## src/hw/dcache_consts.svh

```systemverilog
// data cache geometry and memory interface widths
`ifndef DCACHE_CONSTS_SVH
`define DCACHE_CONSTS_SVH

// ------------------------------------------------------------
// processor side
// ------------------------------------------------------------
`define DC_WORD_W  32
`define DC_ADDR_W  30 // word address

// ------------------------------------------------------------
// cache geometry
// ------------------------------------------------------------
`define DC_LINE_W  128
`define DC_WAYS    2
`define DC_SETS    4
`define DC_IDX_W   2
`define DC_OFS_W   2 // word within line
`define DC_TAG_W   26

// ------------------------------------------------------------
// slow memory side
// ------------------------------------------------------------
`define DC_MADDR_W 28 // line address

`endif

```

## src/hw/dcache_pkg.sv

```systemverilog
// request, cache entry and state types shared by the data cache blocks
`include "dcache_consts.svh"

package dcache_pkg;

	// word request from the processor, held while stalled
	typedef struct packed {
		logic                  read;
		logic                  write;
		logic [`DC_ADDR_W-1:0] addr;  // word address
		logic [`DC_WORD_W-1:0] wdata;
	} proc_req_t;

	// line request to slow memory, held until mem_ready
	typedef struct packed {
		logic                   read;
		logic                   write;
		logic [`DC_MADDR_W-1:0] addr;  // line address
		logic [`DC_LINE_W-1:0]  wdata;
	} mem_req_t;

	// one way of one set
	typedef struct packed {
		logic                  valid;
		logic                  dirty;
		logic [`DC_TAG_W-1:0]  tag;
		logic [`DC_LINE_W-1:0] data;
	} entry_t;

	// store update requested by the controller
	typedef enum logic [1:0] {
		OP_NONE       = 2'd0,
		OP_WRITE_WORD = 2'd1, // merge word into hit way
		OP_FILL       = 2'd2, // refill victim way
		OP_CLEAN      = 2'd3  // victim written back
	} store_op_e;

	typedef enum logic [1:0] {
		ST_IDLE       = 2'd0,
		ST_COMPARE    = 2'd1,
		ST_WRITE_BACK = 2'd2,
		ST_ALLOCATE   = 2'd3
	} ctrl_state_e;

endpackage

```

## src/hw/dcache_store.sv

```systemverilog
// way arrays, fill-order victim bits, hit detection and line updates of the data cache
`timescale 1ns/1ps
`include "dcache_consts.svh"

module dcache_store (
	input  logic                  clk,
	input  logic                  proc_reset,
	input  dcache_pkg::proc_req_t req,
	input  dcache_pkg::store_op_e op,
	input  logic [`DC_LINE_W-1:0] fill_line,
	output logic                  hit,
	output logic                  victim_dirty,
	output logic [`DC_TAG_W-1:0]  victim_tag,
	output logic [`DC_LINE_W-1:0] victim_line,
	output logic [`DC_WORD_W-1:0] rd_word
);
	localparam int WAY_W = $clog2(`DC_WAYS);

	dcache_pkg::entry_t ways_q [`DC_WAYS][`DC_SETS];
	logic [`DC_SETS-1:0] victim_q; // one bit per set, way to refill next

	logic [`DC_OFS_W-1:0] ofs;
	logic [`DC_IDX_W-1:0] idx;
	logic [`DC_TAG_W-1:0] tag;
	logic [`DC_WAYS-1:0]  hit_vec;
	logic [WAY_W-1:0]     hit_way;
	logic [WAY_W-1:0]     vic_way;
	dcache_pkg::entry_t   hit_ent;
	dcache_pkg::entry_t   vic_ent;

	// word address = {tag, index, offset}
	assign ofs = req.addr[`DC_OFS_W-1:0];
	assign idx = req.addr[`DC_OFS_W +: `DC_IDX_W];
	assign tag = req.addr[`DC_ADDR_W-1 -: `DC_TAG_W];

	// ------------------------------------------------------------
	// lookup
	// ------------------------------------------------------------
	always_comb begin
		hit_way = '0;
		for (int w = 0; w < `DC_WAYS; w++) begin
			hit_vec[w] = ways_q[w][idx].valid && (ways_q[w][idx].tag == tag);
			if (hit_vec[w])
				hit_way = WAY_W'(w);
		end
	end

	assign hit     = (req.read | req.write) & (|hit_vec);
	assign hit_ent = ways_q[hit_way][idx];
	assign rd_word = hit_ent.data[ofs*`DC_WORD_W +: `DC_WORD_W]; // addressed word

	// victim side, used by write-back and refill
	assign vic_way      = WAY_W'(victim_q[idx]);
	assign vic_ent      = ways_q[vic_way][idx];
	assign victim_dirty = vic_ent.valid & vic_ent.dirty;
	assign victim_tag   = vic_ent.tag;
	assign victim_line  = vic_ent.data;

	// ------------------------------------------------------------
	// updates
	// ------------------------------------------------------------
	always_ff @(posedge clk) begin
		if (proc_reset) begin
			for (int s = 0; s < `DC_SETS; s++) begin
				for (int w = 0; w < `DC_WAYS; w++) begin
					ways_q[w][s].valid <= 1'b0;
					ways_q[w][s].dirty <= 1'b0;
				end
			end
			victim_q <= '0; // way 0 refills first
		end else begin
			case (op)
				dcache_pkg::OP_WRITE_WORD: begin
					ways_q[hit_way][idx].data[ofs*`DC_WORD_W +: `DC_WORD_W] <= req.wdata;
					ways_q[hit_way][idx].dirty <= 1'b1;
				end
				dcache_pkg::OP_FILL: begin
					ways_q[vic_way][idx].valid <= 1'b1;
					ways_q[vic_way][idx].dirty <= 1'b0; // fresh from memory
					ways_q[vic_way][idx].tag   <= tag;
					ways_q[vic_way][idx].data  <= fill_line;
					// only a fill moves the pointer, so order is fill order
					victim_q[idx] <= ~victim_q[idx];
				end
				dcache_pkg::OP_CLEAN: begin
					ways_q[vic_way][idx].dirty <= 1'b0;
				end
				default: begin
				end
			endcase
		end
	end

endmodule

```

## src/hw/dcache_ctrl.sv

```systemverilog
// miss handling FSM of the data cache, drives the slow memory request and the stall
`timescale 1ns/1ps
`include "dcache_consts.svh"

module dcache_ctrl (
	input  logic                  clk,
	input  logic                  proc_reset,
	input  dcache_pkg::proc_req_t req,
	input  logic                  hit,
	input  logic                  victim_dirty,
	input  logic [`DC_TAG_W-1:0]  victim_tag,
	input  logic [`DC_LINE_W-1:0] victim_line,
	input  logic                  mem_ready,
	output dcache_pkg::mem_req_t  mem_req,
	output dcache_pkg::store_op_e op,
	output logic                  proc_stall
);
	dcache_pkg::ctrl_state_e state_q;
	dcache_pkg::ctrl_state_e state_d;

	logic                 access;
	logic [`DC_IDX_W-1:0] idx;

	assign access = req.read | req.write;
	assign idx    = req.addr[`DC_OFS_W +: `DC_IDX_W];

	// ------------------------------------------------------------
	// state register
	// ------------------------------------------------------------
	always_ff @(posedge clk) begin
		if (proc_reset)
			state_q <= dcache_pkg::ST_IDLE;
		else
			state_q <= state_d;
	end

	// ------------------------------------------------------------
	// next state and outputs
	// ------------------------------------------------------------
	always_comb begin
		state_d    = state_q;
		op         = dcache_pkg::OP_NONE;
		proc_stall = 1'b1;
		mem_req    = '0;

		case (state_q)
			dcache_pkg::ST_IDLE: begin
				state_d = dcache_pkg::ST_COMPARE; // one stalled cycle after reset
			end

			dcache_pkg::ST_COMPARE: begin
				if (access && !hit) begin
					// miss, dirty victim goes out first
					if (victim_dirty)
						state_d = dcache_pkg::ST_WRITE_BACK;
					else
						state_d = dcache_pkg::ST_ALLOCATE;
				end else begin
					proc_stall = 1'b0; // hit or no request
					if (req.write && hit)
						op = dcache_pkg::OP_WRITE_WORD;
				end
			end

			dcache_pkg::ST_WRITE_BACK: begin
				mem_req.write = !mem_ready; // dropped in the ready cycle
				mem_req.addr  = {victim_tag, idx}; // victim's own line address
				mem_req.wdata = victim_line;
				if (mem_ready) begin
					op      = dcache_pkg::OP_CLEAN;
					state_d = dcache_pkg::ST_ALLOCATE;
				end
			end

			dcache_pkg::ST_ALLOCATE: begin
				mem_req.read = !mem_ready;
				mem_req.addr = req.addr[`DC_ADDR_W-1 -: `DC_MADDR_W];
				if (mem_ready) begin
					// line is in mem_rdata this cycle
					op      = dcache_pkg::OP_FILL;
					state_d = dcache_pkg::ST_COMPARE;
				end
			end

			default: begin
				state_d = dcache_pkg::ST_IDLE;
			end
		endcase
	end

endmodule

```

## src/hw/dcache_top.sv

```systemverilog
// 2-way write-back data cache between a word processor port and a line-wide slow memory
`timescale 1ns/1ps
`include "dcache_consts.svh"

module dcache_top (
	input  logic                  clk,
	input  logic                  proc_reset,
	input  dcache_pkg::proc_req_t proc_req,
	output logic [`DC_WORD_W-1:0] proc_rdata,
	output logic                  proc_stall,
	output dcache_pkg::mem_req_t  mem_req,
	input  logic [`DC_LINE_W-1:0] mem_rdata,
	input  logic                  mem_ready
);
	dcache_pkg::store_op_e  op;
	logic                   hit;
	logic                   victim_dirty;
	logic [`DC_TAG_W-1:0]   victim_tag;
	logic [`DC_LINE_W-1:0]  victim_line;

	dcache_ctrl ctrl_i (
		.clk          (clk),
		.proc_reset   (proc_reset),
		.req          (proc_req),
		.hit          (hit),
		.victim_dirty (victim_dirty),
		.victim_tag   (victim_tag),
		.victim_line  (victim_line),
		.mem_ready    (mem_ready),
		.mem_req      (mem_req),
		.op           (op),
		.proc_stall   (proc_stall)
	);

	// refill data comes straight from memory
	dcache_store store_i (
		.clk          (clk),
		.proc_reset   (proc_reset),
		.req          (proc_req),
		.op           (op),
		.fill_line    (mem_rdata),
		.hit          (hit),
		.victim_dirty (victim_dirty),
		.victim_tag   (victim_tag),
		.victim_line  (victim_line),
		.rd_word      (proc_rdata)
	);

endmodule

```

## config.mk

```make
export PLATFORM = sky130hd
export DESIGN_NAME = dcache_top
export DESIGN_NICKNAME = d
export VERILOG_FILES = /design/src/hw/dcache_pkg.sv /design/src/hw/dcache_store.sv /design/src/hw/dcache_ctrl.sv /design/src/hw/dcache_top.sv
export VERILOG_INCLUDE_DIRS = /design/src /design/src/hw
export SDC_FILE = /design/constraint.sdc
export NUM_CORES = 2
export LEC_CHECK = 0
export BUFFER_PORTS_ARGS = -buffer_cell sky130_fd_sc_hd__buf_4
export CORE_UTILIZATION = 60
export CTS_CLUSTER_DIAMETER = 40
export CTS_CLUSTER_SIZE = 25
export DETAILED_ROUTE_END_ITERATION = 6
export PLACE_DENSITY = 0.79
export SKIP_CTS_REPAIR_TIMING = 1
export SYNTH_ARGS = -nofsm -noshare
export SYNTH_HDL_FRONTEND = slang
export SYNTH_SLANG_ARGS = --single-unit
```

## constraint.sdc

```tcl
create_clock -name clk -period 9.5 [get_ports clk]
set_input_delay 1.9 -clock clk [delete_from_list [all_inputs] [get_ports clk]]
set_output_delay 1.9 -clock clk [all_outputs]
set_load 0.03 [all_outputs]
```

==> qor.yml <==
gp_congestion: 0.944
postLayoutCoreUtil_pct: 71.2
endpoint_kind: "output pin"
highest_layer: "met5"
synth_compound_area_share_pct: 3.66
whs_ps: 491
critPathTopFamily: "buffers and inverters"
rows: 108
crit_required_ps: 7600
min_period_ps: 8110
syn_area_um2: 53300
setup_viol: 0
dr_total_vias: 34434
fmax_mhz: 123
avgViaCountPerCell: 7.02
synthMuxAreaShare_pct: 15.1
synth-seq-cells: 1254
p_leak_uw: 0.0224
worstSkewPairLatency_ps: 760
synth_nets: 3454
detail-route-antenna-nets: 0
slew_headroom_pct: 18.5
grt_pass1_wl_um: 237000
grt_overflow: 0
slowest_delay_ps: 760
synth_edf_count: 1248
path_buf_inv: 3
clockBufferDepth: 3
drc: 1
synth_top_family_by_area: "multiplexers"
hold_viol_final: 0
wl_um: 170000
synth.yosys.seq_area_share_pct: 70.6
firstDrtPassIters: 7
clockRootBuffer: "clkbuf_16"
routedLengthMet1_um: 55400
slowest_stage: "mux4_2"
slew_violations: 0
num_io_pins: 386
grt_max_degree: 106
yosys.area_share.simple_pct: 7.79
status: "complete, but fails checks"
fillerInstances: 5123
ys.flop_type: "edfxtp_1"
worstPathArrival_ps: 6210
core_um2: 87400
grt_setup_unrepaired: "no"
grt_pass1_vias: 33266
p_per_area_nw_per_um2: 208
wl_per_cell_um: 34.6
peakVddDrop_mv: 0.186
worst_pin_slew_ps: 1220
fin_crit_sh_pct: 85.4
final_nets: 3845
drt-initial-drc-count: 5673
critPathMaxFanout: 91
critPathKind: "input port to output pin"
power.total_uw: 12900
area_delta_synth_final_pct: 16.9
yosys_warnings: 0
syn_area_per_cell_um2: 16.4
die_area_um2: 90000
async_reset_ff_share_pct: 0
cts_tree: "yes"
cts.sinks: 1254
detailed_place_hpwl_um: 109000
route.met3.wl_um: 27800
clk_pin_slew_ps: 60
antenna_found_initial: 12
drv_cap: 0
die_x_um: 300
wl_met2_um: 76000
cts_buffers: 136
path_cells: "buf_8 > mux4_2 > xnor2_1 > nand4_1 > nor4b_4 > buf_4 > mux4_2 > buf_4"
synth_xor_xnor_area_share_pct: 0.930
synth_cell_types: 58
syn-instance-count: 3250
layout-drive-gt1-share_pct: 29.2
grtUsageTotal_pct: 37.9
io_buffers: 385
initial_core_util_pct: 60.9
ctsHtreeMaxLevel: 4
skew_ps: 46.7
synthAdderAreaFrac_pct: 0.211
violations: "design-rule violations"
worstSetupStartpointType: "input port"
hp-class: "flop to flop"
fp.dieH_um: 300
tns_ps: 0
==> stage by stage <==
step	setup WS (ps)	cells	cell area [um^2]
3_3_place_gp	1540	4658	57700
5_1_grt	1250	4899	62300
6_report	1390	4905	62300
2_1_floorplan	2390	3250	53300
3_5_place_dp	1560	4658	57700
4_1_cts	1520	4899	62300
==> area by class of cell <==
cell class | count | area, um^2 | share of cell area [%]
timing repair buffer | 462 | 3530 | 5.67
multi-input combinational | 1777 | 15000 | 24.2
clock buffer | 148 | 3450 | 5.54
sequential | 1254 | 37600 | 60.4
antenna | 6 | 15.0 | 0.0241
clock inverter | 93 | 1140 | 1.84
tap | 1155 | 1450 | 2.32
inverter | 10 | 45.0 | 0.0723
==> cell usage in the layout (no fill, tap or decap), drive strengths merged, types with 9 or more instances in the layout <==
| master | count |
|---|---|
| buf | 462 |
| nor2 | 52 |
| nand3 | 9 |
| a22o | 35 |
| a21oi | 136 |
| inv | 33 |
| edfxtp | 1248 |
| xnor2 | 51 |
| o21ai | 127 |
| nand2 | 791 |
| and3 | 27 |
| nand2b | 42 |
| mux2 | 9 |
| nand4 | 17 |
| mux2i | 35 |
| nor3 | 27 |
| mux4 | 338 |
| bufinv | 12 |
| clkinv | 45 |
| clkinvlp | 13 |
| clkbuf | 148 |
| ha | 9 |
==> Yosys cell counts (all sizes together) (2+ instances only) <==
cell type / count / share of area [%]
a21oi: 136 / 1.3
dfxtp: 6 / 0.23
o2111ai: 3 / 0.049
nor2: 52 / 0.37
mux4: 338 / 14
inv: 9 / 0.063
and3: 27 / 0.32
or2: 6 / 0.070
mux2: 9 / 0.19
o21ai: 127 / 1.2
a211oi: 7 / 0.099
a2bb2oi: 4 / 0.10
nand2b: 42 / 0.49
nand3: 9 / 0.085
o221ai: 3 / 0.049
nand3b: 3 / 0.042
clkbuf: 128 / 0.90
nand4b: 2 / 0.045
buf: 81 / 0.75
nor2b: 5 / 0.059
ha: 9 / 0.21
edfxtp: 1248 / 70
o311ai: 4 / 0.066
xor2: 3 / 0.049
and2: 7 / 0.082
nor3: 27 / 0.25
a31o: 3 / 0.049
nor4: 2 / 0.023
a22o: 35 / 0.58
xnor2: 51 / 0.88
nand4: 17 / 0.20
mux2i: 35 / 0.66
nor4b: 3 / 0.073
and4: 2 / 0.033
or3: 3 / 0.035
nand2: 791 / 5.6
o211ai: 2 / 0.028
==> metal layers <==
metal | vias to the layer above | GRT usage [%]
met2 | 3471 | 55.3
li1 | 13381 | -
met3 | 556 | 14.5
met4 | 12 | 20.8
met1 | 17014 | 49.6
met5 | - | 0
==> worst reg2reg max path, delay by kind of cell (launching register included) <==
kind                   cells  cell delay [ps]
AO/OA/AOI/OAI              1              200
XOR/XNOR                   1              420
buffers and inverters      3             1360
flip-flops                 1              380
multiplexers               1              510
AND/OR/NAND/NOR            4             2150
==> state kept, by name, indices dropped and copies added, names as in the netlist <==
register / cells
store_i.ways_q: 1248
store_i.victim_q: 4
ctrl_i.state_q: 2
==> kinds of logic after synthesis <==
logic type,after synthesis
buffers and inverters,219
AOI/OAI and AO/OA,332
DFF,1254
xor gates and xnor gates,54
adders and majority gates,9
and+or+nand+nor,1000
muxes,382
==> path summary, 6_finish.rpt <==
path                          startpoint                     end  slack (ps)  depth (start not counted)
setup / recovery            proc_req[34]          proc_rdata[26]        1390                          8
hold / removal       store_i.victim_q[2]     store_i.victim_q[2]         490                          2
setup reg to reg  store_i.ways_q[1][621]  store_i.ways_q[1][254]        4140                         10
hold reg to reg      store_i.victim_q[2]     store_i.victim_q[2]         490                          2
==> report_power, final <==
part | internal, uW | switching [uW]
Sequential | 6110 | 14.3
Clock | 3040 | 2320
Combinational | 440 | 1000
Note: power is estimated with default switching activity, not from simulation.
